File: src/discharge_pkg.sv
`default_nettype none

package discharge_pkg;

	localparam int pwm_cnt_width = 16; // period counter and thresholds.
	localparam int frac_width    = 16; // fraction bits of the ramp value.
	localparam int hold_width    = 32; // pre and keep period counts.
	localparam int tag_width     = 8;

	// one queued discharge profile.
	typedef struct packed {
		logic [tag_width-1:0]                tag;
		logic [pwm_cnt_width-1:0]            denominator; // period in cycles, at least 3.
		logic [pwm_cnt_width-1:0]            numerator0;  // start threshold.
		logic [pwm_cnt_width-1:0]            numerator1;  // end threshold.
		logic [hold_width-1:0]               number0;     // pre periods.
		logic [hold_width-1:0]               number1;     // keep periods.
		logic [pwm_cnt_width+frac_width-1:0] inc0;        // ramp step, 16.16.
	} discharge_profile_t;

	// one record per finished profile.
	typedef struct packed {
		logic [tag_width-1:0]  tag;
		logic [hold_width-1:0] periods;
		logic [hold_width-1:0] active_cycles;
	} discharge_status_t;

	typedef enum logic [1:0] {
		ramp_idle,
		ramp_pre,
		ramp_inc,
		ramp_keep
	} ramp_state_t;

endpackage

`default_nettype wire

File: src/discharge_cmd_queue.sv
`timescale 1ns/1ps
`default_nettype none

module discharge_cmd_queue import discharge_pkg::*; #(
	parameter int queue_depth = 2
) (
	input  logic               clk,
	input  logic               resetn,
	input  logic               cmd_valid,
	input  discharge_profile_t cmd,
	output logic               cmd_credit,
	output logic               profile_avail,
	output discharge_profile_t profile,
	input  logic               profile_take
);

	localparam int ptr_width = (queue_depth > 1) ? $clog2(queue_depth) : 1;
	localparam int cnt_width = $clog2(queue_depth + 1);

	discharge_profile_t   mem [queue_depth];
	logic [ptr_width-1:0] wr_ptr;
	logic [ptr_width-1:0] rd_ptr;
	logic [cnt_width-1:0] count; // entries held.

	// wraps at the queue depth, which need not be a power of two.
	function automatic logic [ptr_width-1:0] ptr_inc(input logic [ptr_width-1:0] ptr);
		logic [ptr_width-1:0] next;
		if (ptr == ptr_width'(queue_depth - 1))
			next = '0;
		else
			next = ptr + 1'b1;
		return next;
	endfunction

	always_ff @(posedge clk) begin
		if (cmd_valid)
			mem[wr_ptr] <= cmd;
	end

	always_ff @(posedge clk) begin
		if (!resetn) begin
			wr_ptr <= '0;
			rd_ptr <= '0;
			count  <= '0;
		end else begin
			if (cmd_valid)
				wr_ptr <= ptr_inc(wr_ptr);
			if (profile_take)
				rd_ptr <= ptr_inc(rd_ptr);
			count <= count + cnt_width'(cmd_valid) - cnt_width'(profile_take);
		end
	end

	// one credit back for every entry that leaves.
	always_ff @(posedge clk) begin
		if (!resetn)
			cmd_credit <= 1'b0;
		else
			cmd_credit <= profile_take;
	end

	assign profile_avail = (count != '0);
	assign profile       = mem[rd_ptr]; // head entry.

	// sender must hold a credit, so the queue is never written full.
	a_no_overflow: assert property (@(posedge clk) disable iff (!resetn)
		cmd_valid |-> count != cnt_width'(queue_depth))
		else $error("cmd_valid without a command credit");

	a_no_underflow: assert property (@(posedge clk) disable iff (!resetn)
		profile_take |-> count != '0)
		else $error("profile_take on an empty queue");

endmodule

`default_nettype wire

File: src/discharge_ramp_ctl.sv
`timescale 1ns/1ps
`default_nettype none

module discharge_ramp_ctl import discharge_pkg::*; #(
	parameter logic default_level = 1'b0
) (
	input  logic                 clk,
	input  logic                 resetn,
	input  logic                 profile_avail,
	input  discharge_profile_t   profile,
	output logic                 profile_take,
	input  logic                 status_free,
	output logic                 drive_next,
	output logic                 period_end,
	output logic                 profile_done,
	output logic [tag_width-1:0] busy_tag
);

	localparam int num_width = pwm_cnt_width + frac_width;

	ramp_state_t              state;
	discharge_profile_t       prof;          // profile being played.
	logic [pwm_cnt_width-1:0] cnt;           // counts down to zero each period.
	logic                     eop_p1;        // counter at one.
	logic                     eop;           // counter at zero.
	logic                     finishing;     // last keep period running.
	logic [num_width-1:0]     numerator_ext; // 16.16 threshold.
	logic [pwm_cnt_width-1:0] numerator;
	logic [hold_width-1:0]    hold_cnt;      // periods left in pre or keep.

	assign numerator    = numerator_ext[num_width-1:frac_width];
	assign busy_tag     = prof.tag;
	assign profile_take = (state == ramp_idle) && profile_avail && status_free;

	always_ff @(posedge clk) begin
		if (profile_take)
			prof <= profile;
	end

	// period counter, parked at zero while idle.
	always_ff @(posedge clk) begin
		if (!resetn)
			cnt <= '0;
		else if (state == ramp_idle || profile_done)
			cnt <= '0;
		else if (cnt == '0)
			cnt <= prof.denominator - 1'b1;
		else
			cnt <= cnt - 1'b1;
	end

	// period end seen one cycle ahead so the next threshold is ready at zero.
	always_ff @(posedge clk) begin
		if (!resetn) begin
			eop_p1       <= 1'b0;
			eop          <= 1'b0;
			period_end   <= 1'b0;
			profile_done <= 1'b0;
		end else begin
			eop_p1       <= (state != ramp_idle) && !finishing && (cnt == pwm_cnt_width'(2));
			eop          <= eop_p1;
			period_end   <= eop;
			profile_done <= eop && finishing;
		end
	end

	always_ff @(posedge clk) begin
		if (!resetn) begin
			state     <= ramp_idle;
			finishing <= 1'b0;
		end else if (profile_take) begin
			state <= ramp_pre;
		end else if (profile_done) begin
			state     <= ramp_idle;
			finishing <= 1'b0;
		end else if (eop_p1) begin
			case (state)
				ramp_pre: begin
					if (hold_cnt <= 1)
						state <= ramp_inc;
				end
				ramp_inc: begin
					if (numerator <= prof.numerator1)
						state <= ramp_keep;
				end
				ramp_keep: begin
					if (hold_cnt <= 1)
						finishing <= 1'b1; // no drive after this period.
				end
				default: begin
					state <= ramp_idle;
				end
			endcase
		end
	end

	// threshold and hold count for the next period.
	always_ff @(posedge clk) begin
		if (profile_take) begin
			numerator_ext <= {profile.numerator0, {frac_width{1'b0}}};
			hold_cnt      <= profile.number0;
		end else if (eop_p1) begin
			case (state)
				ramp_pre: begin
					hold_cnt <= hold_cnt - 1'b1;
				end
				ramp_inc: begin
					if (numerator <= prof.numerator1) begin
						numerator_ext <= {prof.numerator1, {frac_width{1'b0}}};
						hold_cnt      <= prof.number1;
					end else if (numerator_ext > prof.inc0) begin
						numerator_ext <= numerator_ext - prof.inc0;
					end else begin
						numerator_ext <= '0; // clamp, ends the ramp next period.
					end
				end
				ramp_keep: begin
					hold_cnt <= hold_cnt - 1'b1;
				end
				default: begin
					hold_cnt <= hold_cnt;
				end
			endcase
		end
	end

	// active from zero until the counter meets the threshold.
	always_ff @(posedge clk) begin
		if (!resetn) begin
			drive_next <= default_level;
		end else if (state == ramp_idle) begin
			drive_next <= default_level;
		end else if (cnt == '0) begin
			if (!finishing && numerator < prof.denominator)
				drive_next <= ~default_level;
			else
				drive_next <= default_level;
		end else if (cnt == numerator) begin
			drive_next <= default_level;
		end
	end

	a_min_period: assert property (@(posedge clk) disable iff (!resetn)
		profile_take |-> profile.denominator >= pwm_cnt_width'(3))
		else $error("profile loaded with denominator below 3");

	// the flag chain must not run past the end of a profile.
	a_busy_on_period: assert property (@(posedge clk) disable iff (!resetn)
		period_end |-> state != ramp_idle)
		else $error("period_end while idle");

endmodule

`default_nettype wire

File: src/discharge_gate_out.sv
`timescale 1ns/1ps
`default_nettype none

module discharge_gate_out import discharge_pkg::*; #(
	parameter logic default_level  = 1'b0,
	parameter int   status_credits = 2
) (
	input  logic                 clk,
	input  logic                 resetn,
	input  logic                 drive_next,
	input  logic                 period_end,
	input  logic                 profile_done,
	input  logic [tag_width-1:0] busy_tag,
	output logic                 gate,
	output logic                 status_free,
	output logic                 status_valid,
	output discharge_status_t    status,
	input  logic                 status_credit
);

	localparam int credit_width = $clog2(status_credits + 1);

	logic [credit_width-1:0] credit_cnt;
	logic [hold_width-1:0]   period_cnt;
	logic [hold_width-1:0]   active_cnt;
	logic                    gate_on;
	logic                    pending;      // record waiting for a credit.
	logic                    credit_avail;
	logic                    record_ready;
	logic                    send;

	assign gate_on      = (gate != default_level);
	assign credit_avail = (credit_cnt != '0) || status_credit; // a returning credit counts.
	assign record_ready = profile_done || pending;
	assign send         = record_ready && credit_avail;
	assign status_free  = !pending;

	always_ff @(posedge clk) begin
		if (!resetn)
			gate <= default_level;
		else
			gate <= drive_next;
	end

	always_ff @(posedge clk) begin
		if (!resetn) begin
			period_cnt <= '0;
			active_cnt <= '0;
		end else if (profile_done) begin
			period_cnt <= '0;
			active_cnt <= '0;
		end else begin
			period_cnt <= period_cnt + hold_width'(period_end);
			active_cnt <= active_cnt + hold_width'(gate_on);
		end
	end

	// final period and last gate cycle land together with profile_done.
	always_ff @(posedge clk) begin
		if (profile_done) begin
			status.tag           <= busy_tag;
			status.periods       <= period_cnt + 1'b1;
			status.active_cycles <= active_cnt + hold_width'(gate_on);
		end
	end

	always_ff @(posedge clk) begin
		if (!resetn) begin
			pending      <= 1'b0;
			status_valid <= 1'b0;
			credit_cnt   <= credit_width'(status_credits);
		end else begin
			pending      <= record_ready && !credit_avail;
			status_valid <= send;
			credit_cnt   <= credit_cnt + credit_width'(status_credit) - credit_width'(send);
		end
	end

	// the receiver never returns more than it was given.
	a_credit_bound: assert property (@(posedge clk) disable iff (!resetn)
		credit_cnt <= credit_width'(status_credits))
		else $error("status credit count above %0d", status_credits);

	// the credit spent on a record is still out while the record goes.
	a_valid_credit: assert property (@(posedge clk) disable iff (!resetn)
		status_valid |-> credit_cnt < credit_width'(status_credits))
		else $error("status_valid sent without a credit");

endmodule

`default_nettype wire

File: src/discharge_top.sv
`timescale 1ns/1ps
`default_nettype none

module discharge_top import discharge_pkg::*; #(
	parameter int   queue_depth    = 2,
	parameter int   status_credits = 2,
	parameter logic default_level  = 1'b0
) (
	input  logic               clk,
	input  logic               resetn,
	input  logic               cmd_valid,
	input  discharge_profile_t cmd,
	output logic               cmd_credit,
	output logic               gate,
	output logic               status_valid,
	output discharge_status_t  status,
	input  logic               status_credit
);

	logic                 profile_avail;
	discharge_profile_t   profile;
	logic                 profile_take;
	logic                 status_free;
	logic                 drive_next;
	logic                 period_end;
	logic                 profile_done;
	logic [tag_width-1:0] busy_tag;

	discharge_cmd_queue #(
		.queue_depth(queue_depth)
	) queue_i (
		.clk          (clk),
		.resetn       (resetn),
		.cmd_valid    (cmd_valid),
		.cmd          (cmd),
		.cmd_credit   (cmd_credit),
		.profile_avail(profile_avail),
		.profile      (profile),
		.profile_take (profile_take)
	);

	discharge_ramp_ctl #(
		.default_level(default_level)
	) ramp_ctl_i (
		.clk          (clk),
		.resetn       (resetn),
		.profile_avail(profile_avail),
		.profile      (profile),
		.profile_take (profile_take),
		.status_free  (status_free),
		.drive_next   (drive_next),
		.period_end   (period_end),
		.profile_done (profile_done),
		.busy_tag     (busy_tag)
	);

	discharge_gate_out #(
		.default_level (default_level),
		.status_credits(status_credits)
	) gate_out_i (
		.clk          (clk),
		.resetn       (resetn),
		.drive_next   (drive_next),
		.period_end   (period_end),
		.profile_done (profile_done),
		.busy_tag     (busy_tag),
		.gate         (gate),
		.status_free  (status_free),
		.status_valid (status_valid),
		.status       (status),
		.status_credit(status_credit)
	);

endmodule

`default_nettype wire

File: config.mk
export PLATFORM = sky130hd
export DESIGN_NAME = discharge_top
export DESIGN_NICKNAME = d
export VERILOG_FILES = /design/src/discharge_pkg.sv /design/src/discharge_cmd_queue.sv /design/src/discharge_ramp_ctl.sv /design/src/discharge_gate_out.sv /design/src/discharge_top.sv
export SDC_FILE = /design/constraint.sdc
export NUM_CORES = 1
export LEC_CHECK = 0
export BUFFER_PORTS_ARGS = -buffer_cell sky130_fd_sc_hd__buf_2
export CAP_MARGIN = 20
export CORE_MARGIN = 10
export CORE_UTILIZATION = 60
export DETAILED_ROUTE_END_ITERATION = 8
export PLACE_DENSITY = 0.76
export SLEW_MARGIN = 15
export SYNTH_ARGS = -nofsm -noshare
export SYNTH_HDL_FRONTEND = slang
export SYNTH_HIERARCHICAL = 1
export SYNTH_SLANG_ARGS = --single-unit
File: constraint.sdc
create_clock -name clk -period 10.64 [get_ports clk]
set_input_delay 0.532 -clock clk [delete_from_list [all_inputs] [get_ports clk]]
set_output_delay 0.532 -clock clk [all_outputs]
set_load 0.02 [all_outputs]
==> reports/qor.yml <==
io_buffer_count: 230
async_reset_ff_share_pct: 0
min_from: "cmd[83]"
cp-end-kind: "register"
grt_pass1_wl_um: 94700
drt-wirelength-per-cell_um: 20.0
track_usage_pct: 20.8
syn_to_final_growth_pct: 13.3
r2r-start: "ramp_ctl_i/state[1]"
max_freq_mhz: 282
fillers: 3190
worst_pin_slew_ps: 1070
ys_types: 79
rsz0062_at_grt: "false"
cts_sinks: 643
dieArea_sq_um: 56200
power.leakage_nw: 12.0
final_util_pct: 68.8
die_x_um: 237
post-route-drc-count: 0
ys_seq_area_share_pct: 64.2
path_clk_slew_ps: 60
finalClockSkew_ps: 17.4
netlist_area_sq_um: 28300
peakVddDrop_mv: 0.214
viasPerCell: 5.83
avgSynthCellArea_sq_um: 13.6
rows: 79
max-slew-margin-rel_pct: 28.0
place_congestion: 0.895
critPathRequiredTime_ps: 10950
status: "finished, final reports clean"
coreArea_sq_um: 46600
ioPinCount: 231
critPathLaunchType: "register"
r2r_cells: 6
holdWs_ps: 119
grt_overflow: 0
hpwlAfterDp_um: 40100
cts_resized: 0
postCtsSetupBuffers: 0
wirelength_um: 59300
numCtsBuffers: 67
htree_levels: 3
drt-initial-drc-count: 1526
first_global_vias: 17800
synth_nets: 2323
final.setup.tns_ps: 0
critical_path.max_fanout: 91
hold_end: "queue_i/mem[1][83]"
rrSetupSlack_ps: 7100
syn_inst: 2085
dr.pass1.iters: 5
period_minus_slack_ps: 3540
antenna_found_initial: 4
crit-reg2reg-capture: "ramp_ctl_i/hold_cnt[11]"
crit_type: "register to register"
worstPathArrival_ps: 3850
maxCapViolCount: 0
nets: 2543
grt_max_degree: 92
ys_ff_latch: 643
ys.flop_type: "edfxtp_1"
hold_depth: 1
min_period_over_period_pct: 33.3
vias: 17300
final-hold-violation-count: 0
synth_edf_count: 528
drv_slew: 0
clkLatencyLatePin_ps: 600
cts_hold_buf: 0
drive_gt1_share_pct: 22.8
antenna_left: 0
die_y_um: 237
finalSetupViolCount: 0
clk_path_buf_depth: 3
cts_tree: "yes"
synth_warnings: 6
power.density_nw_per_um2: 251
holdCritPathClass: "input pin to register"
clock-root-buffer: "clkbuf_16"
start_util_pct: 60.7
layout by cell type (no fill, tap or decap), drive strengths merged, types with 84 or more instances in the layout:
master | netlist | routed
mux2 | 152 | 152
buf | 41 | 243
nand2 | 142 | 142
edfxtp | 528 | 528
dfxtp | 115 | 115
inv | 97 | 100
o21ai | 123 | 123
clkbuf | 51 | 87
a21oi | 97 | 97
nor2 | 84 | 84
xnor2 | 92 | 92
final cells by class:
cell class                 instances  area [sq um]  area share (%)
sequential                       643         18200            56.7
multi-input combinational       1253          9280            29.0
clock buffer                      87          1780            5.56
timing repair buffer             243          1260            3.93
tap                              607           759            2.37
clock inverter                    34           423            1.32
inverter                          97           369            1.15
antenna                            2          5.00          0.0156
cell usage after synthesis, types with 4 or more instances:
library cell | count | share of area (%)
nor3_1 | 36 | 0.64
nand4_1 | 47 | 1.0
and4_1 | 5 | 0.15
or4_1 | 18 | 0.48
or3_1 | 17 | 0.38
a211oi_1 | 6 | 0.16
nand4_2 | 4 | 0.18
clkbuf_1 | 49 | 0.65
nor2b_1 | 12 | 0.27
and3_1 | 10 | 0.22
nand2b_1 | 11 | 0.24
ha_1 | 81 | 3.6
a22oi_1 | 16 | 0.42
inv_1 | 96 | 1.3
o21bai_1 | 5 | 0.13
xor2_1 | 47 | 1.5
a31oi_1 | 9 | 0.20
o21ai_0 | 121 | 2.1
or4_4 | 7 | 0.28
mux2_4 | 80 | 4.2
a21o_1 | 27 | 0.72
dfxtp_1 | 115 | 8.1
nand3_1 | 45 | 0.80
buf_2 | 17 | 0.30
o21a_1 | 6 | 0.16
nor2_1 | 84 | 1.1
o31ai_1 | 16 | 0.42
o211ai_1 | 7 | 0.19
edfxtp_1 | 528 | 56
a21oi_1 | 96 | 1.7
xnor2_1 | 92 | 2.8
and2_1 | 29 | 0.64
a31o_2 | 9 | 0.28
nor4_1 | 30 | 0.66
buf_4 | 9 | 0.24
buf_6 | 14 | 0.56
mux2_2 | 72 | 2.9
or2_2 | 5 | 0.11
nand2_1 | 142 | 1.9
mux2i_1 | 6 | 0.21
cells by family after synthesis:
family	synth area share (%)
AOI/OAI and AO/OA	7.52
buffers and inverters	3.09
xor gates and xnor gates	4.39
and+or+nand+nor	9.81
adders and majority gates	3.66
muxes	7.33
DFF	64.2
worst max path at each step:
stage	start	to	slack [ps]	depth (start not counted)
after floorplan	cmd_valid	queue_i/mem[0][0]	2820	1
after global placement	ramp_ctl_i/state[0]	ramp_ctl_i/numerator_ext[24]	6730	6
after detailed placement	ramp_ctl_i/state[0]	ramp_ctl_i/numerator_ext[26]	6600	6
after CTS	ramp_ctl_i/state[0]	ramp_ctl_i/numerator_ext[23]	6590	6
after global routing	ramp_ctl_i/state[1]	ramp_ctl_i/numerator_ext[27]	6780	8
final	ramp_ctl_i/state[1]	ramp_ctl_i/hold_cnt[11]	7100	6
worst max-delay path, stage by stage, from the launching register on:
cell and delay [ps]:
dfxtp_1 340, inv_1 90, ha_1 180, nand3_1 610, inv_6 880, buf_4 880
o21ai_0 240
metal layers:
metal / GRT usage (%) / part of all wire, % / wire, um
met5: 0 / 0.022 / 13
met1: 27.4 / 43 / 25500
met3: 4.18 / 6.3 / 3740
met4: 6.47 / 2.6 / 1560
met2: 34.2 / 48 / 28500
through the flow:
stage          cells  instance area, sq um  setup WS, ps  power (mW)
2_1_floorplan   2085                 28300          2820        5.21
3_3_place_gp    2841                 29800          6730        5.65
3_5_place_dp    2842                 29800          6600        5.71
4_1_cts         2963                 32000          6590        8.08
5_1_grt         2964                 32000          6780        8.48
6_report        2966                 32000          7100        8.05
state kept, by name, indices dropped and copies added (netlist names), 2 cells and up, named ones only:
name / flops
ramp_ctl_i/state: 2
gate_out_i/credit_cnt: 2
gate_out_i/period_cnt: 32
ramp_ctl_i/busy_tag: 8
gate_out_i/status: 72
queue_i/mem: 304
ramp_ctl_i/hold_cnt: 32
gate_out_i/active_cnt: 32
ramp_ctl_i/prof: 96
ramp_ctl_i/numerator_ext: 32
ramp_ctl_i/cnt: 16
queue_i/count: 2
power by group:
part           switching [mW]  internal [mW]
sequential              0.277           3.22
combinational            1.27          0.943
clock                   0.953           1.39
No activity file was read; power rests on OpenSTA's default activity.
